`src/common/tile_pkg.sv`:
```
// Tile bus package
// Bus widths, region map, local memory sizes, boot ROM image
// and the enum types shared by the tile bus blocks

package tile_pkg;

  ////////////////////////////////////////////////////////////
  // Bus geometry

  localparam int ADDR_WIDTH = 32;
  localparam int DATA_WIDTH = 32;
  localparam int SEL_WIDTH  = 4;

  // Master 0 is the core data port, master 1 the network adapter
  localparam int NR_MASTERS = 2;
  localparam int MIDX_WIDTH = $clog2(NR_MASTERS);

  ////////////////////////////////////////////////////////////
  // Address map

  localparam int REGION_MSB = 31;
  localparam int REGION_LSB = 28;

  localparam logic [REGION_MSB-REGION_LSB:0] REGION_SRAM = 4'h0;
  localparam logic [REGION_MSB-REGION_LSB:0] REGION_EXT  = 4'h9;
  localparam logic [REGION_MSB-REGION_LSB:0] REGION_BOOT = 4'hf;

  // Memory depths and index widths
  // Word index starts at address bit 2
  localparam int LMEM_WORDS = 256;
  localparam int LMEM_AW    = $clog2(LMEM_WORDS);
  localparam int BOOT_WORDS = 16;
  localparam int BOOT_AW    = $clog2(BOOT_WORDS);

  // Boot code with entry 0 first
  localparam logic [DATA_WIDTH-1:0] BOOT_IMAGE [BOOT_WORDS] = '{
    32'h1800_0000, 32'ha840_0000, 32'h1860_0000, 32'ha863_0100,
    32'he080_0004, 32'hd403_2000, 32'h8483_0000, 32'he4a4_1000,
    32'h1000_0003, 32'h1500_0000, 32'h9c21_fffc, 32'hd401_4800,
    32'h0400_0002, 32'h1500_0000, 32'h4400_4800, 32'h1500_0000
  };

  ////////////////////////////////////////////////////////////
  // Types

  typedef enum logic [1:0] {
    SLV_SRAM,
    SLV_BOOT,
    SLV_EXT,
    SLV_NONE
  } slave_sel_e;

  typedef enum logic {
    ARB_IDLE,
    ARB_BUSY
  } arb_state_e;

endpackage

```
`src/wb_bus/wb_bus_decoder.sv`:
```
// Wishbone address decoder
// Selects a slave from the region nibble, gates its strobe, muxes the
// responses back and answers unmapped addresses with a bus error

`timescale 1ns/10ps

module wb_bus_decoder (
  input  logic                            clk_i,
  input  logic                            arst_n_i,

  // Granted request
  input  logic                            bus_cyc_i,
  input  logic                            bus_stb_i,
  input  logic                            bus_we_i,
  input  logic [tile_pkg::ADDR_WIDTH-1:0] bus_adr_i,
  input  logic [tile_pkg::DATA_WIDTH-1:0] bus_dat_i,
  input  logic [tile_pkg::SEL_WIDTH-1:0]  bus_sel_i,
  output logic                            bus_ack_o,
  output logic                            bus_err_o,
  output logic [tile_pkg::DATA_WIDTH-1:0] bus_rdat_o,

  // Local slaves
  output logic                            sram_stb_o,
  input  logic                            sram_ack_i,
  input  logic [tile_pkg::DATA_WIDTH-1:0] sram_rdat_i,
  output logic                            boot_stb_o,
  input  logic                            boot_ack_i,
  input  logic                            boot_err_i,
  input  logic [tile_pkg::DATA_WIDTH-1:0] boot_rdat_i,

  // External memory port
  output logic                            ext_cyc_o,
  output logic                            ext_stb_o,
  output logic                            ext_we_o,
  output logic [tile_pkg::ADDR_WIDTH-1:0] ext_adr_o,
  output logic [tile_pkg::DATA_WIDTH-1:0] ext_dat_o,
  output logic [tile_pkg::SEL_WIDTH-1:0]  ext_sel_o,
  input  logic                            ext_ack_i,
  input  logic                            ext_err_i,
  input  logic [tile_pkg::DATA_WIDTH-1:0] ext_dat_i
);

  import tile_pkg::*;

  slave_sel_e slave_sel;
  logic       bus_req;
  logic       unmap_err_q;

  assign bus_req = bus_cyc_i && bus_stb_i;

  ////////////////////////////////////////////////////////////
  // Region decode

  always_comb begin
    case (bus_adr_i[REGION_MSB:REGION_LSB])
      REGION_SRAM: slave_sel = SLV_SRAM;
      REGION_BOOT: slave_sel = SLV_BOOT;
      REGION_EXT:  slave_sel = SLV_EXT;
      default:     slave_sel = SLV_NONE;
    endcase
  end

  assign sram_stb_o = bus_req && (slave_sel == SLV_SRAM);
  assign boot_stb_o = bus_req && (slave_sel == SLV_BOOT);

  // External port passes straight through, only stb depends on decode
  assign ext_cyc_o = bus_cyc_i;
  assign ext_stb_o = bus_req && (slave_sel == SLV_EXT);
  assign ext_we_o  = bus_we_i;
  assign ext_adr_o = bus_adr_i;
  assign ext_dat_o = bus_dat_i;
  assign ext_sel_o = bus_sel_i;

  // Single-cycle error pulse for addresses nobody owns
  always_ff @(posedge clk_i or negedge arst_n_i) begin
    if (!arst_n_i) begin
      unmap_err_q <= 1'b0;
    end else begin
      unmap_err_q <= bus_req && (slave_sel == SLV_NONE) && !unmap_err_q;
    end
  end

  ////////////////////////////////////////////////////////////
  // Response mux

  always_comb begin
    bus_ack_o  = 1'b0;
    bus_err_o  = unmap_err_q;
    bus_rdat_o = '0;
    case (slave_sel)
      SLV_SRAM: begin
        bus_ack_o  = sram_ack_i;
        bus_rdat_o = sram_rdat_i;
      end
      SLV_BOOT: begin
        bus_ack_o  = boot_ack_i;
        bus_err_o  = boot_err_i;
        bus_rdat_o = boot_rdat_i;
      end
      SLV_EXT: begin
        // Same-cycle return from the outside
        bus_ack_o  = ext_ack_i && bus_cyc_i;
        bus_err_o  = ext_err_i && bus_cyc_i;
        bus_rdat_o = ext_dat_i;
      end
      default: ;
    endcase
  end

endmodule
```
`config.mk`:
```
export PLATFORM = sky130hd
export DESIGN_NAME = wb_bus_decoder
export DESIGN_NICKNAME = d
export VERILOG_FILES = /design/src/common/tile_pkg.sv /design/src/wb_bus/wb_bus_decoder.sv
export SDC_FILE = /design/constraint.sdc
export NUM_CORES = 1
export LEC_CHECK = 0
export BUFFER_PORTS_ARGS = -buffer_cell sky130_fd_sc_hd__buf_4
export CAP_MARGIN = 20
export CORE_AREA = 2 2 109 111
export CTS_BUF_LIST = sky130_fd_sc_hd__clkbuf_8
export CTS_CLUSTER_SIZE = 20
export DETAILED_ROUTE_END_ITERATION = 10
export DIE_AREA = 0 0 111 113
export HOLD_SLACK_MARGIN = 0.1
export PLACE_DENSITY = 0.57
export RECOVER_POWER = 25
export SYNTH_ARGS = -nofsm -noshare
export SYNTH_HDL_FRONTEND = slang
export SYNTH_SLANG_ARGS = --single-unit
```
`constraint.sdc`:
```
create_clock -name clk_i -period 1.75 [get_ports clk_i]
set_input_delay 0.2625 -clock clk_i [delete_from_list [all_inputs] [get_ports clk_i]]
set_output_delay 0.2625 -clock clk_i [all_outputs]
set_load 0.1 [all_outputs]
```
==> summary.txt <==
Setup path
  • Setup crit end kind: output port
  • Setup Crit Path Kind: primary input to output port
  • CP Max Fanout: 5
  • Worst Reg2Reg Path Length in Cells: 1
  • CP startpoint kind: primary input
  • Critical path required time: approximately 1500 ps
  • Critical path arrival: between 1500 and 2000 ps

Placement
  • Pre-CTS setup slack: -568 ps
  • Dpl hpwl: ~6800 um
  • Gpl congestion: approximately 0.75
  • Port bufs: 150

STA
  • Final Hold Slack: roughly 530 ps
  • Max-slew headroom: approximately three quarters
  • Final hold violations: 0
  • Final min period: between 2000 and 2500 ps
  • Clk_skew: 0 ps
  • Final Max Tran Viols: 0
  • Worst slew pin tran: ~360 ps
  • Max Freq: approximately 0.46 GHz
  • Final setup viols: 37
  • Final Cycle Share: 124%
  • RSZ-0062 raised after global routing: yes
  • Post-route worst setup slack: -417 ps
  • Setup TNS: -13650 ps

Die
  • Ports: 281
  • Initial Util: between 10% and 20%
  • Die Span Y: 113 um
  • Core area: 11300 sq um
  • # rows: 39
  • Die width: around 110 um
  • DIE AREA: between 10000 and 15000 sq um

Drt
  • Drt first pass iters: 4
  • Post-DRT Antenna Nets: 0
  • Vias per inst: 4.18
  • Detailed Route WL: between 8000 and 9000 um
  • Drt drc: 0
  • WL per Instance: a little over 20 um
  • Vias post-DR: 1711
  • Violation count after the first detailed-route iteration: 21

Pwr
  • Logic pwr share: 97.9%
  • Switching power: between 0.6 and 0.7 mW
  • IR drop worst, VDD: 197 uV
  • Switching share of power: between 50% and 60%
  • PwrDens: about 330 nW/um^2
  • Total power: approximately 1.2 mW
  • Leak: around 1.4 nW
  • Internal: 0.552 mW
  • Clock share of power: 0%
  • Flop pwr share: about 2.1%

Clock network
  • Clk Latency, worst-skew pair: 0 ps

Logic synthesis
  • Yosys reg bits: 1
  • Register area share after synthesis: 1.86%
  • Area contributors post-synth: buf_4, o2bb2ai_1, a22oi_1, buf_6, o2bb2ai_2
  • Synth Flop Type: dfrtp_1
  • Area of the mapped netlist: approximately 1300 sq um
  • Synth area leader: buf_4
  • Netlist cell types: 19
  • Share of the synthesized area in the top cell type: 39.1%
  • Syn Area/Cell: 7.86 sq um
  • Most frequent cells after synthesis: buf_4, a22oi_1, o2bb2ai_1
  • Cell count after synthesis: 171
  • Ys async rst share: between 90% and 100%
  • Number of synthesized flops with an enable pin: 0
  • Count leader, synth: buf_4
  • Post-Syn Nets: 348
  • Yosys warns: 0

Final layout
  • Syn-to-layout area delta: 171%
  • Proportion of layout cells with a drive suffix above 1: 86.5%
  • Biggest regs: unmap_err_q x1
  • Final #Nets: about 450
  • Final core utilization: approximately 32%
  • FILL cells: 1116
  • Largest Register: unmap_err_q
  • Ant diodes: 0
  • Max reg flops: 1

GRT
  • Initial antenna violation count: 0
  • Largest net degree at the start of global routing: 24
  • First-pass GRT wire length: approximately 12000 um
  • Gr usage total: 12.1%
  • GR Overflow Total: 0
  • Vias in the first global route: 1933

Flow run
  • Max-cap violation count: 0

Outcome
  • Failing checks: negative setup slack
  • Outcome: finished, violations left

Hold path
  • Hold path depth: 0
  • HP Class: primary input to output port
## worst max-delay path, stage by stage
cell and delay [ps]:
buf_6 100, or3_4 400, ha_4 170, o41a_4 110
a31oi_4 190, buf_12 170, buf_16 140, and3_4 190
buf_12 170
## final timing paths
| path | from | endpoint | slack (ps) |
|---|---|---|---|
| worst max register to register | unmap_err_q$_DFF_PN0_ | unmap_err_q$_DFF_PN0_ | 1090 |
| max in group asynchronous | arst_n_i | unmap_err_q$_DFF_PN0_ | 1080 |
| worst max-delay path | bus_adr_i[30] | sram_stb_o | -420 |
| worst min register to register | unmap_err_q$_DFF_PN0_ | unmap_err_q$_DFF_PN0_ | 560 |
| worst min-delay path | bus_adr_i[19] | ext_adr_o[19] | 530 |
| min in group asynchronous | arst_n_i | unmap_err_q$_DFF_PN0_ | 590 |
## kinds of logic after synthesis
logic type / synth area share [%]
simple gates: 3.72
fa+ha+maj: 2.79
compound gates: 44.9
xor+xnor: 0.652
flops: 1.86
buf+inv: 46.1
## per-layer routing
metal  wire length (um)  GRT usage [%]
met5                  0              0
met4                178           2.33
met3                869           4.34
met2               4620           24.2
met1               2680           12.1
## power by group through the flow
| stage | registers, mW | clock network, mW | logic, mW |
|---|---|---|---|
| floorplan | 0.0254 | 0 | 1.33 |
| global placement | 0.0256 | 0 | 0.957 |
| detailed placement | 0.0257 | 0 | 0.962 |
| CTS | 0.0255 | 0 | 1.14 |
| global route | 0.0258 | 0 | 1.21 |
| finish | 0.0255 | 0 | 1.17 |
## area by class of cell
type | count | area (sq um) | share of cell area, %
well taps | 143 | 179 | 4.91
multi-input cells | 83 | 1400 | 38.4
inverters | 2 | 10.0 | 0.274
repair buffers | 180 | 2030 | 55.7
flip-flops and latches | 1 | 25.0 | 0.686
## cells in the final DEF, fill, tap and decap left out, drive strengths merged
cell,instances
a22oi,32
a31oi,1
a32oi,2
and3,3
and4b,1
buf,177
clkbuf,2
dfrtp,1
dlygate4sd3,1
ha,3
inv,2
nand2,3
nor2,1
o21ai,1
o2bb2ai,33
o41a,1
or3,1
xnor2,1
## what timing repair did
action | CTS | global route
gates resized for setup | 137 | 6
setup endpoints to repair | 37 | 38
pin swaps | 5 | 3
endpoints found under the hold margin | 1 | 0
gates cloned | 2 | 2
hold buffers | 1 | 0
buffers inserted | 3 | 0
## stage by stage
step / instances / instance area, sq um
3_3_place_gp: 401 / 2920
5_1_grt: 409 / 3650
3_5_place_dp: 401 / 2920
6_report: 409 / 3650
4_1_cts: 407 / 3570
2_1_floorplan: 171 / 2040
Note: power is estimated with default switching activity, not from simulation.
