### config.mk
export PLATFORM = sky130hd
export DESIGN_NAME = tile_bootrom
export DESIGN_NICKNAME = d
export VERILOG_FILES = /design/src/common/tile_pkg.sv /design/src/tile_bootrom.sv
export SDC_FILE = /design/constraint.sdc
export NUM_CORES = 1
export LEC_CHECK = 0
export BUFFER_PORTS_ARGS = -buffer_cell sky130_fd_sc_hd__buf_2
export CAP_MARGIN = 0
export CELL_PAD_IN_SITES_DETAIL_PLACEMENT = 0
export CELL_PAD_IN_SITES_GLOBAL_PLACEMENT = 1
export CORE_ASPECT_RATIO = 1.75
export CORE_UTILIZATION = 31
export CTS_CLUSTER_DIAMETER = 40
export DETAILED_ROUTE_END_ITERATION = 10
export MAX_ROUTING_LAYER = met4
export PLACE_DENSITY = 0.75
export SLEW_MARGIN = 20
export SYNTH_ARGS = -nofsm -noshare
export SYNTH_HDL_FRONTEND = slang
export SYNTH_SLANG_ARGS = --single-unit
### constraint.sdc
create_clock -name clk_i -period 1 [get_ports clk_i]
set_input_delay 0.1 -clock clk_i [delete_from_list [all_inputs] [get_ports clk_i]]
set_output_delay 0.1 -clock clk_i [all_outputs]
set_load 0.1 [all_outputs]
### src/common/tile_pkg.sv
// Tile bus package
// Bus widths, region map, local memory sizes, boot ROM image
// and the enum types shared by the tile bus blocks

package tile_pkg;

  ////////////////////////////////////////////////////////////
  // Bus geometry

  localparam int ADDR_WIDTH = 32;
  localparam int DATA_WIDTH = 32;
  localparam int SEL_WIDTH  = 4;

  // Master 0 is the core data port, master 1 the network adapter
  localparam int NR_MASTERS = 2;
  localparam int MIDX_WIDTH = $clog2(NR_MASTERS);

  ////////////////////////////////////////////////////////////
  // Address map

  localparam int REGION_MSB = 31;
  localparam int REGION_LSB = 28;

  localparam logic [REGION_MSB-REGION_LSB:0] REGION_SRAM = 4'h0;
  localparam logic [REGION_MSB-REGION_LSB:0] REGION_EXT  = 4'h9;
  localparam logic [REGION_MSB-REGION_LSB:0] REGION_BOOT = 4'hf;

  // Memory depths and index widths
  // Word index starts at address bit 2
  localparam int LMEM_WORDS = 256;
  localparam int LMEM_AW    = $clog2(LMEM_WORDS);
  localparam int BOOT_WORDS = 16;
  localparam int BOOT_AW    = $clog2(BOOT_WORDS);

  // Boot code with entry 0 first
  localparam logic [DATA_WIDTH-1:0] BOOT_IMAGE [BOOT_WORDS] = '{
    32'h1800_0000, 32'ha840_0000, 32'h1860_0000, 32'ha863_0100,
    32'he080_0004, 32'hd403_2000, 32'h8483_0000, 32'he4a4_1000,
    32'h1000_0003, 32'h1500_0000, 32'h9c21_fffc, 32'hd401_4800,
    32'h0400_0002, 32'h1500_0000, 32'h4400_4800, 32'h1500_0000
  };

  ////////////////////////////////////////////////////////////
  // Types

  typedef enum logic [1:0] {
    SLV_SRAM,
    SLV_BOOT,
    SLV_EXT,
    SLV_NONE
  } slave_sel_e;

  typedef enum logic {
    ARB_IDLE,
    ARB_BUSY
  } arb_state_e;

endpackage

### src/tile_bootrom.sv
// Tile boot ROM
// Serves the fixed boot image one cycle after the strobe.
// Writes are refused with a bus error

`timescale 1ns/10ps

module tile_bootrom (
  input  logic                            clk_i,
  input  logic                            arst_n_i,
  input  logic                            stb_i,
  input  logic                            we_i,
  input  logic [tile_pkg::ADDR_WIDTH-1:0] adr_i,
  output logic                            ack_o,
  output logic                            err_o,
  output logic [tile_pkg::DATA_WIDTH-1:0] dat_o
);

  import tile_pkg::*;

  logic                  ack_q;
  logic                  err_q;
  logic                  busy;
  logic [DATA_WIDTH-1:0] rdat_q;

  // Response still pending on the bus
  assign busy = ack_q || err_q;

  always_ff @(posedge clk_i or negedge arst_n_i) begin
    if (!arst_n_i) begin
      ack_q <= 1'b0;
      err_q <= 1'b0;
    end else begin
      ack_q <= stb_i && !we_i && !busy;
      err_q <= stb_i && we_i && !busy;
    end
  end

  // Image lookup
  always_ff @(posedge clk_i) begin
    if (stb_i) begin
      rdat_q <= BOOT_IMAGE[adr_i[BOOT_AW+1:2]];
    end
  end

  assign ack_o = ack_q;
  assign err_o = err_q;
  assign dat_o = rdat_q;

endmodule

==> flow_summary.yaml, run 1 <==
yosys:
  syn_avg_cell_area_um2: 12.9
  ys_ff_latch: 23
  ys_seq_area_share_pct: 58.0
  yosys.area.top_type_share_pct: 53.7
  synth_area_leaders: "edfxtp_1, buf_4, ha_1"
  synthCells: 91
  ys_warn_count: 0
  synth_cell_types: 29
  synth_area_um2: 1170
  synth_top_cell_by_area: "edfxtp_1"
route:
  num_vias: 821
  wire_per_inst_um: 13.4
  routed_wl_um: 2470
  drc: 0
  firstDrtPassIters: 3
  drtIter0Drc: 7
  antenna_left: 0
  via_per_inst: 4.44
critical_path:
  cp-start-kind: "flip-flop"
  required_ns: 0.90
  crit_top_cell: "buf_12"
  crit_fanout: 8
  r2r-end: "err_o"
  crit_slowest_cell: "edfxtp_1"
  crit_family: "flip-flops"
  reg2regPathDepth: 1
  rr_startpoint: "err_o"
  path_cells: "buf_12 -> buf_12"
  crit_type: "reg -> out"
  cp.arrival_ns: 1.03
  rrSetupSlack_ns: 0.06
  critPathBufInv: 2
  crit_path_end_kind: "output pin"
  max_stage_delay_ns: 0.42
layout:
  fillers: 297
  final_util_pct: 55.7
  finalNetCount: 183
  area_delta_synth_final_pct: 72.3
  layout_commonest_cell: "buf_12"
  drive_gt1_share_pct: 50.4
  fin_area_um2: 2020
  final_cell_mix: "buf_12, edfxtp_1, buf_4"
  fin_cells: 185
  diodes: 0
timing:
  grt_setup_unrepaired: "true"
  slew_violations: 0
  fin_skew_ns: 0.0000946
  worst_slack_ns: -0.126
  fin_crit_sh_pct: 113
  period_needed_ns: 1.13
  fin_hold_ws_ns: 0.142
  hold_viol_final: 0
  tns_ns: -1.16
  setup_viol: 12
  fmax_mhz: 888
power_and_ir_drop:
  p_total_mw: 3.20
  ir_drop_uv: 812
  p_switching_mw: 1.29
  combPwrFrac_pct: 44.5
  p_per_area_nw_per_um2: 1580
  power_frac_seq_pct: 37.9
  p_clk_share_pct: 17.6
  swShare_pct: 40.3
  leakagePower_nw: 0.865
  internal-power_mw: 1.91
placed_design:
  place_area_um2: 1950
  portBuffers: 38
  placed_cells: 179
  pre_cts_slack_ns: -0.222
  post-dp-hpwl_um: 2060
  gp_congestion: 0.834
clock_tree:
  cts_tree: "done"
  cts_sinks: 23
  htreeDepth: 1
  insertion_delay_ns: 0.26
  cts_buffer_depth: 2
  cts_buffers: 3
  clk_pin_slew_ns: 0.08
  ctsRootBufferMaster: "clkbuf_8"
status:
  outcome: "finished with violations"
  violations: "negative setup slack"
global_route:
  grt.total_usage_pct: 13.8
  antenna_found_initial: 0
  grt_pass1_vias: 831
  grt_max_degree: 24
  grt_remaining_overflow: 0
  grt_pass1_wl_um: 4040
floorplan:
  ios: 70
  die_w_um: 48.5
  die_h_um: 83.4
  num_rows: 29
  initial_core_util_pct: 32.3
  design.core.area_um2: 3630
  dieArea_um2: 4050
worst_hold_path:
  min_path_type: "in -> async"
job:
  maxCapViolations: 0
-- how the worst max path moves through the flow --
stage	from	endpoint	slack, ns	cells past startpoint
floorplan	dat_o[15]	dat_o[10]	-0.55	1
global placement	adr_i[2]	dat_o[12]	-0.18	6
detailed placement	adr_i[2]	dat_o[12]	-0.22	6
CTS	dat_o[15]	dat_o[4]	-0.13	2
global route	dat_o[15]	dat_o[6]	-0.14	2
finish	dat_o[15]	dat_o[9]	-0.13	2
-- area by class of cell --
class,count,area (um2),share of cell area [%]
clock buffers,3,41.3,2.04
clock inverters,1,5.00,0.248
inverters,5,18.8,0.928
multi-input cells,50,385,19.1
flip-flops and latches,23,686,33.9
well taps,46,57.6,2.85
repair buffers,57,828,41.0
-- routing by layer --
| metal | wire, um | vias to the layer above | track usage (%) |
|---|---|---|---|
| li1 | - | 396 | - |
| met1 | 781 | 392 | 11.0 |
| met2 | 1550 | 27 | 28.4 |
| met3 | 79 | 6 | 1.28 |
| met4 | 65 | 0 | 8.02 |
| met5 | 0 | - | - |
-- registers in the layout, summed over array words and instances, names as in the netlist --
register and flops:
dat_o 21, ack_o 1, err_o 1
-- cell families (layout without fill, tap and decap cells) --
group / Yosys count / count (layout) / share of synthesized area, %
DFF: 23 / 23 / 58.0
and+or+nand+nor: 21 / 21 / 11.0
buffers and inverters: 20 / 66 / 11.5
AOI/OAI and AO/OA: 14 / 14 / 7.57
adders and majority gates: 8 / 8 / 8.32
muxes: 3 / 3 / 2.56
other: 1 / 3 / 0.320
xor gates and xnor gates: 1 / 1 / 0.746
-- cells in the mapped netlist --
cell type and n:
a211oi_1 1, a21boi_0 1, a21o_1 2, a21oi_1 4
a22o_1 1, and2_1 2, and2_4 1, buf_4 14
buf_6 1, conb_1 1, dfrtp_1 2, edfxtp_1 21
ha_1 7, inv_1 5, maj3_1 1, mux2i_1 3
nand2_1 4, nand2b_1 1, nor2_1 3, nor2b_1 5
nor2b_4 1, nor3_1 1, nor4b_1 1, nor4bb_1 1
o211ai_1 1, o21a_1 1, o21ai_0 3, or2_1 1
xnor2_1 1
-- power by group through the flow --
| stage | sequential [mW] | clock (mW) | combinational, mW |
|---|---|---|---|
| floorplan | 1.75 | 0 | 0.392 |
| global placement | 1.23 | 0 | 1.40 |
| detailed placement | 1.24 | 0 | 1.42 |
| CTS | 1.21 | 0.562 | 1.43 |
| global route | 1.22 | 0.592 | 1.46 |
| finish | 1.21 | 0.563 | 1.43 |
-- repair_timing --
item                                   CTS  global route
endpoints found under the hold margin    3             0
setup endpoints to repair               13            18
setup buffers                            0             0
pin swaps                                0             0
resized for setup                        0             2
hold buffers                             2             0
Note: power is estimated with default switching activity, not from simulation.
==> run 2, diff against run 1 <==
--- a/config.mk
+++ b/config.mk
@@ -14,7 +14,8 @@
 export CTS_CLUSTER_DIAMETER = 40
 export DETAILED_ROUTE_END_ITERATION = 10
 export MAX_ROUTING_LAYER = met4
-export PLACE_DENSITY = 0.75
+export PLACE_DENSITY_LB_ADDON = 0.08
+export REMOVE_ABC_BUFFERS = 1
 export SLEW_MARGIN = 20
 export SYNTH_ARGS = -nofsm -noshare
 export SYNTH_HDL_FRONTEND = slang
==> flow_summary.yaml, run 2 (synthesis results as in run 1) <==
timing:
  fin_skew_ns: 0.0000571
  worst_slack_ns: -0.129
  fmax_mhz: 885
  hold_viol_final: 0
  period_needed_ns: 1.13
  slew_violations: 0
  setup_viol: 10
  fin_crit_sh_pct: 113
  grt_setup_unrepaired: "true"
route:
  routed_wl_um: 2330
  num_vias: 831
  drtIter0Drc: 9
  drc: 0
  firstDrtPassIters: 4
  antenna_left: 0
  via_per_inst: 4.47
  wire_per_inst_um: 12.5
critical_path:
  critPathBufInv: 2
  cp.arrival_ns: 1.03
  cp-start-kind: "flip-flop"
  reg2regPathDepth: 1
  crit_slowest_cell: "edfxtp_1"
  crit_fanout: 8
  crit_path_end_kind: "output pin"
  r2r-end: "err_o"
  max_stage_delay_ns: 0.42
  crit_family: "flip-flops"
  crit_type: "reg -> out"
  rrSetupSlack_ns: 0.17
  required_ns: 0.90
  rr_startpoint: "err_o"
  crit_top_cell: "buf_12"
  path_cells: "buf_12 -> buf_12"
status:
  outcome: "finished with violations"
  violations: "negative setup slack"
power_and_ir_drop:
  ir_drop_uv: 1130
  p_per_area_nw_per_um2: 1590
  leakagePower_nw: 0.879
clock_tree:
  htreeDepth: 1
  cts_resized: 0
  cts_buffer_depth: 2
  insertion_delay_ns: 0.27
  ctsRootBufferMaster: "clkbuf_8"
  cts_sinks: 23
  cts_buffers: 3
  clk_pin_slew_ns: 0.08
  post-cts-setup-buffer-count: 0
  cts_tree: "done"
layout:
  largest_reg_flops: 21
  area_delta_synth_final_pct: 71.9
  final_cell_mix: "buf_12, edfxtp_1, buf_4"
  final_util_pct: 55.6
  finalNetCount: 184
  fillers: 318
  layout_commonest_cell: "buf_12"
  fin_area_um2: 2020
  diodes: 0
  drive_gt1_share_pct: 44.3
global_route:
  grt_pass1_vias: 841
  grt_remaining_overflow: 0
  antenna_found_initial: 0
  grt.total_usage_pct: 13.5
  grt_max_degree: 24
  grt_pass1_wl_um: 4000
placed_design:
  portBuffers: 38
  gp_congestion: 0.884
  place_area_um2: 1950
  post-dp-hpwl_um: 1950
  pre_cts_slack_ns: -0.216
job:
  maxCapViolations: 0
floorplan:
  num_rows: 29
  initial_core_util_pct: 32.3
  dieArea_um2: 4050
  die_w_um: 48.5
  design.core.area_um2: 3630
  ios: 70
  die_h_um: 83.4
worst_hold_path:
  min_path_type: "in -> async"
[run 2: cell types whose count changed in the layout (fill, tap and decap cells not counted), sizes merged]
cell,delta
buf,+1
[run 2: area by class of cell]
class	count	area, um2	share of cell area, %
clock buffer	3	41.3	2.05
clock inverter	1	5.00	0.248
inverter	5	18.8	0.931
multi-input combinational	50	365	18.1
sequential	23	681	33.7
tap	46	57.6	2.85
timing repair buffer	58	848	42.1
[run 2: metrics by stage]
step                std cells  hold WS [ns]  power, mW  setup TNS, ns
detailed placement        180        -0.113       2.66          -2.03
CTS                       186         0.145       3.23          -1.23
floorplan                  78        -0.196       2.04         -35.72
global route              186         0.153       3.31          -1.54
global placement          180        -0.115       2.64          -1.82
finish                    186         0.150       3.21          -1.14
[run 2: worst max-delay path by stage]
stage | from | end | cells after the start
after global routing | dat_o[15] | dat_o[6] | 2
after floorplan | dat_o[15] | dat_o[10] | 0
after detailed placement | adr_i[2] | dat_o[12] | 6
final | dat_o[15] | dat_o[10] | 2
after CTS | dat_o[15] | dat_o[10] | 2
after global placement | adr_i[2] | dat_o[12] | 6
[run 2: metal layers]
| metal | part of all wire (%) | wire length (um) | track usage [%] |
|---|---|---|---|
| met5 | 0 | 0 | - |
| met2 | 58 | 1350 | 24.7 |
| met3 | 5.5 | 129 | 2.20 |
| met4 | 2.2 | 51 | 7.22 |
| met1 | 34 | 795 | 13.1 |
[run 2: what timing repair did]
item | CTS | global route
setup endpoints to repair | 12 | 26
hold buffers | 2 | 0
hold endpoints to repair | 3 | 0
[run 2: where the power goes]
group / leakage (nW) / internal, mW / switching, mW / total (mW)
Combinational: 0.625 / 0.492 / 0.930 / 1.42
Clock: 0.0255 / 0.279 / 0.301 / 0.580
Sequential: 0.229 / 1.14 / 0.0669 / 1.21
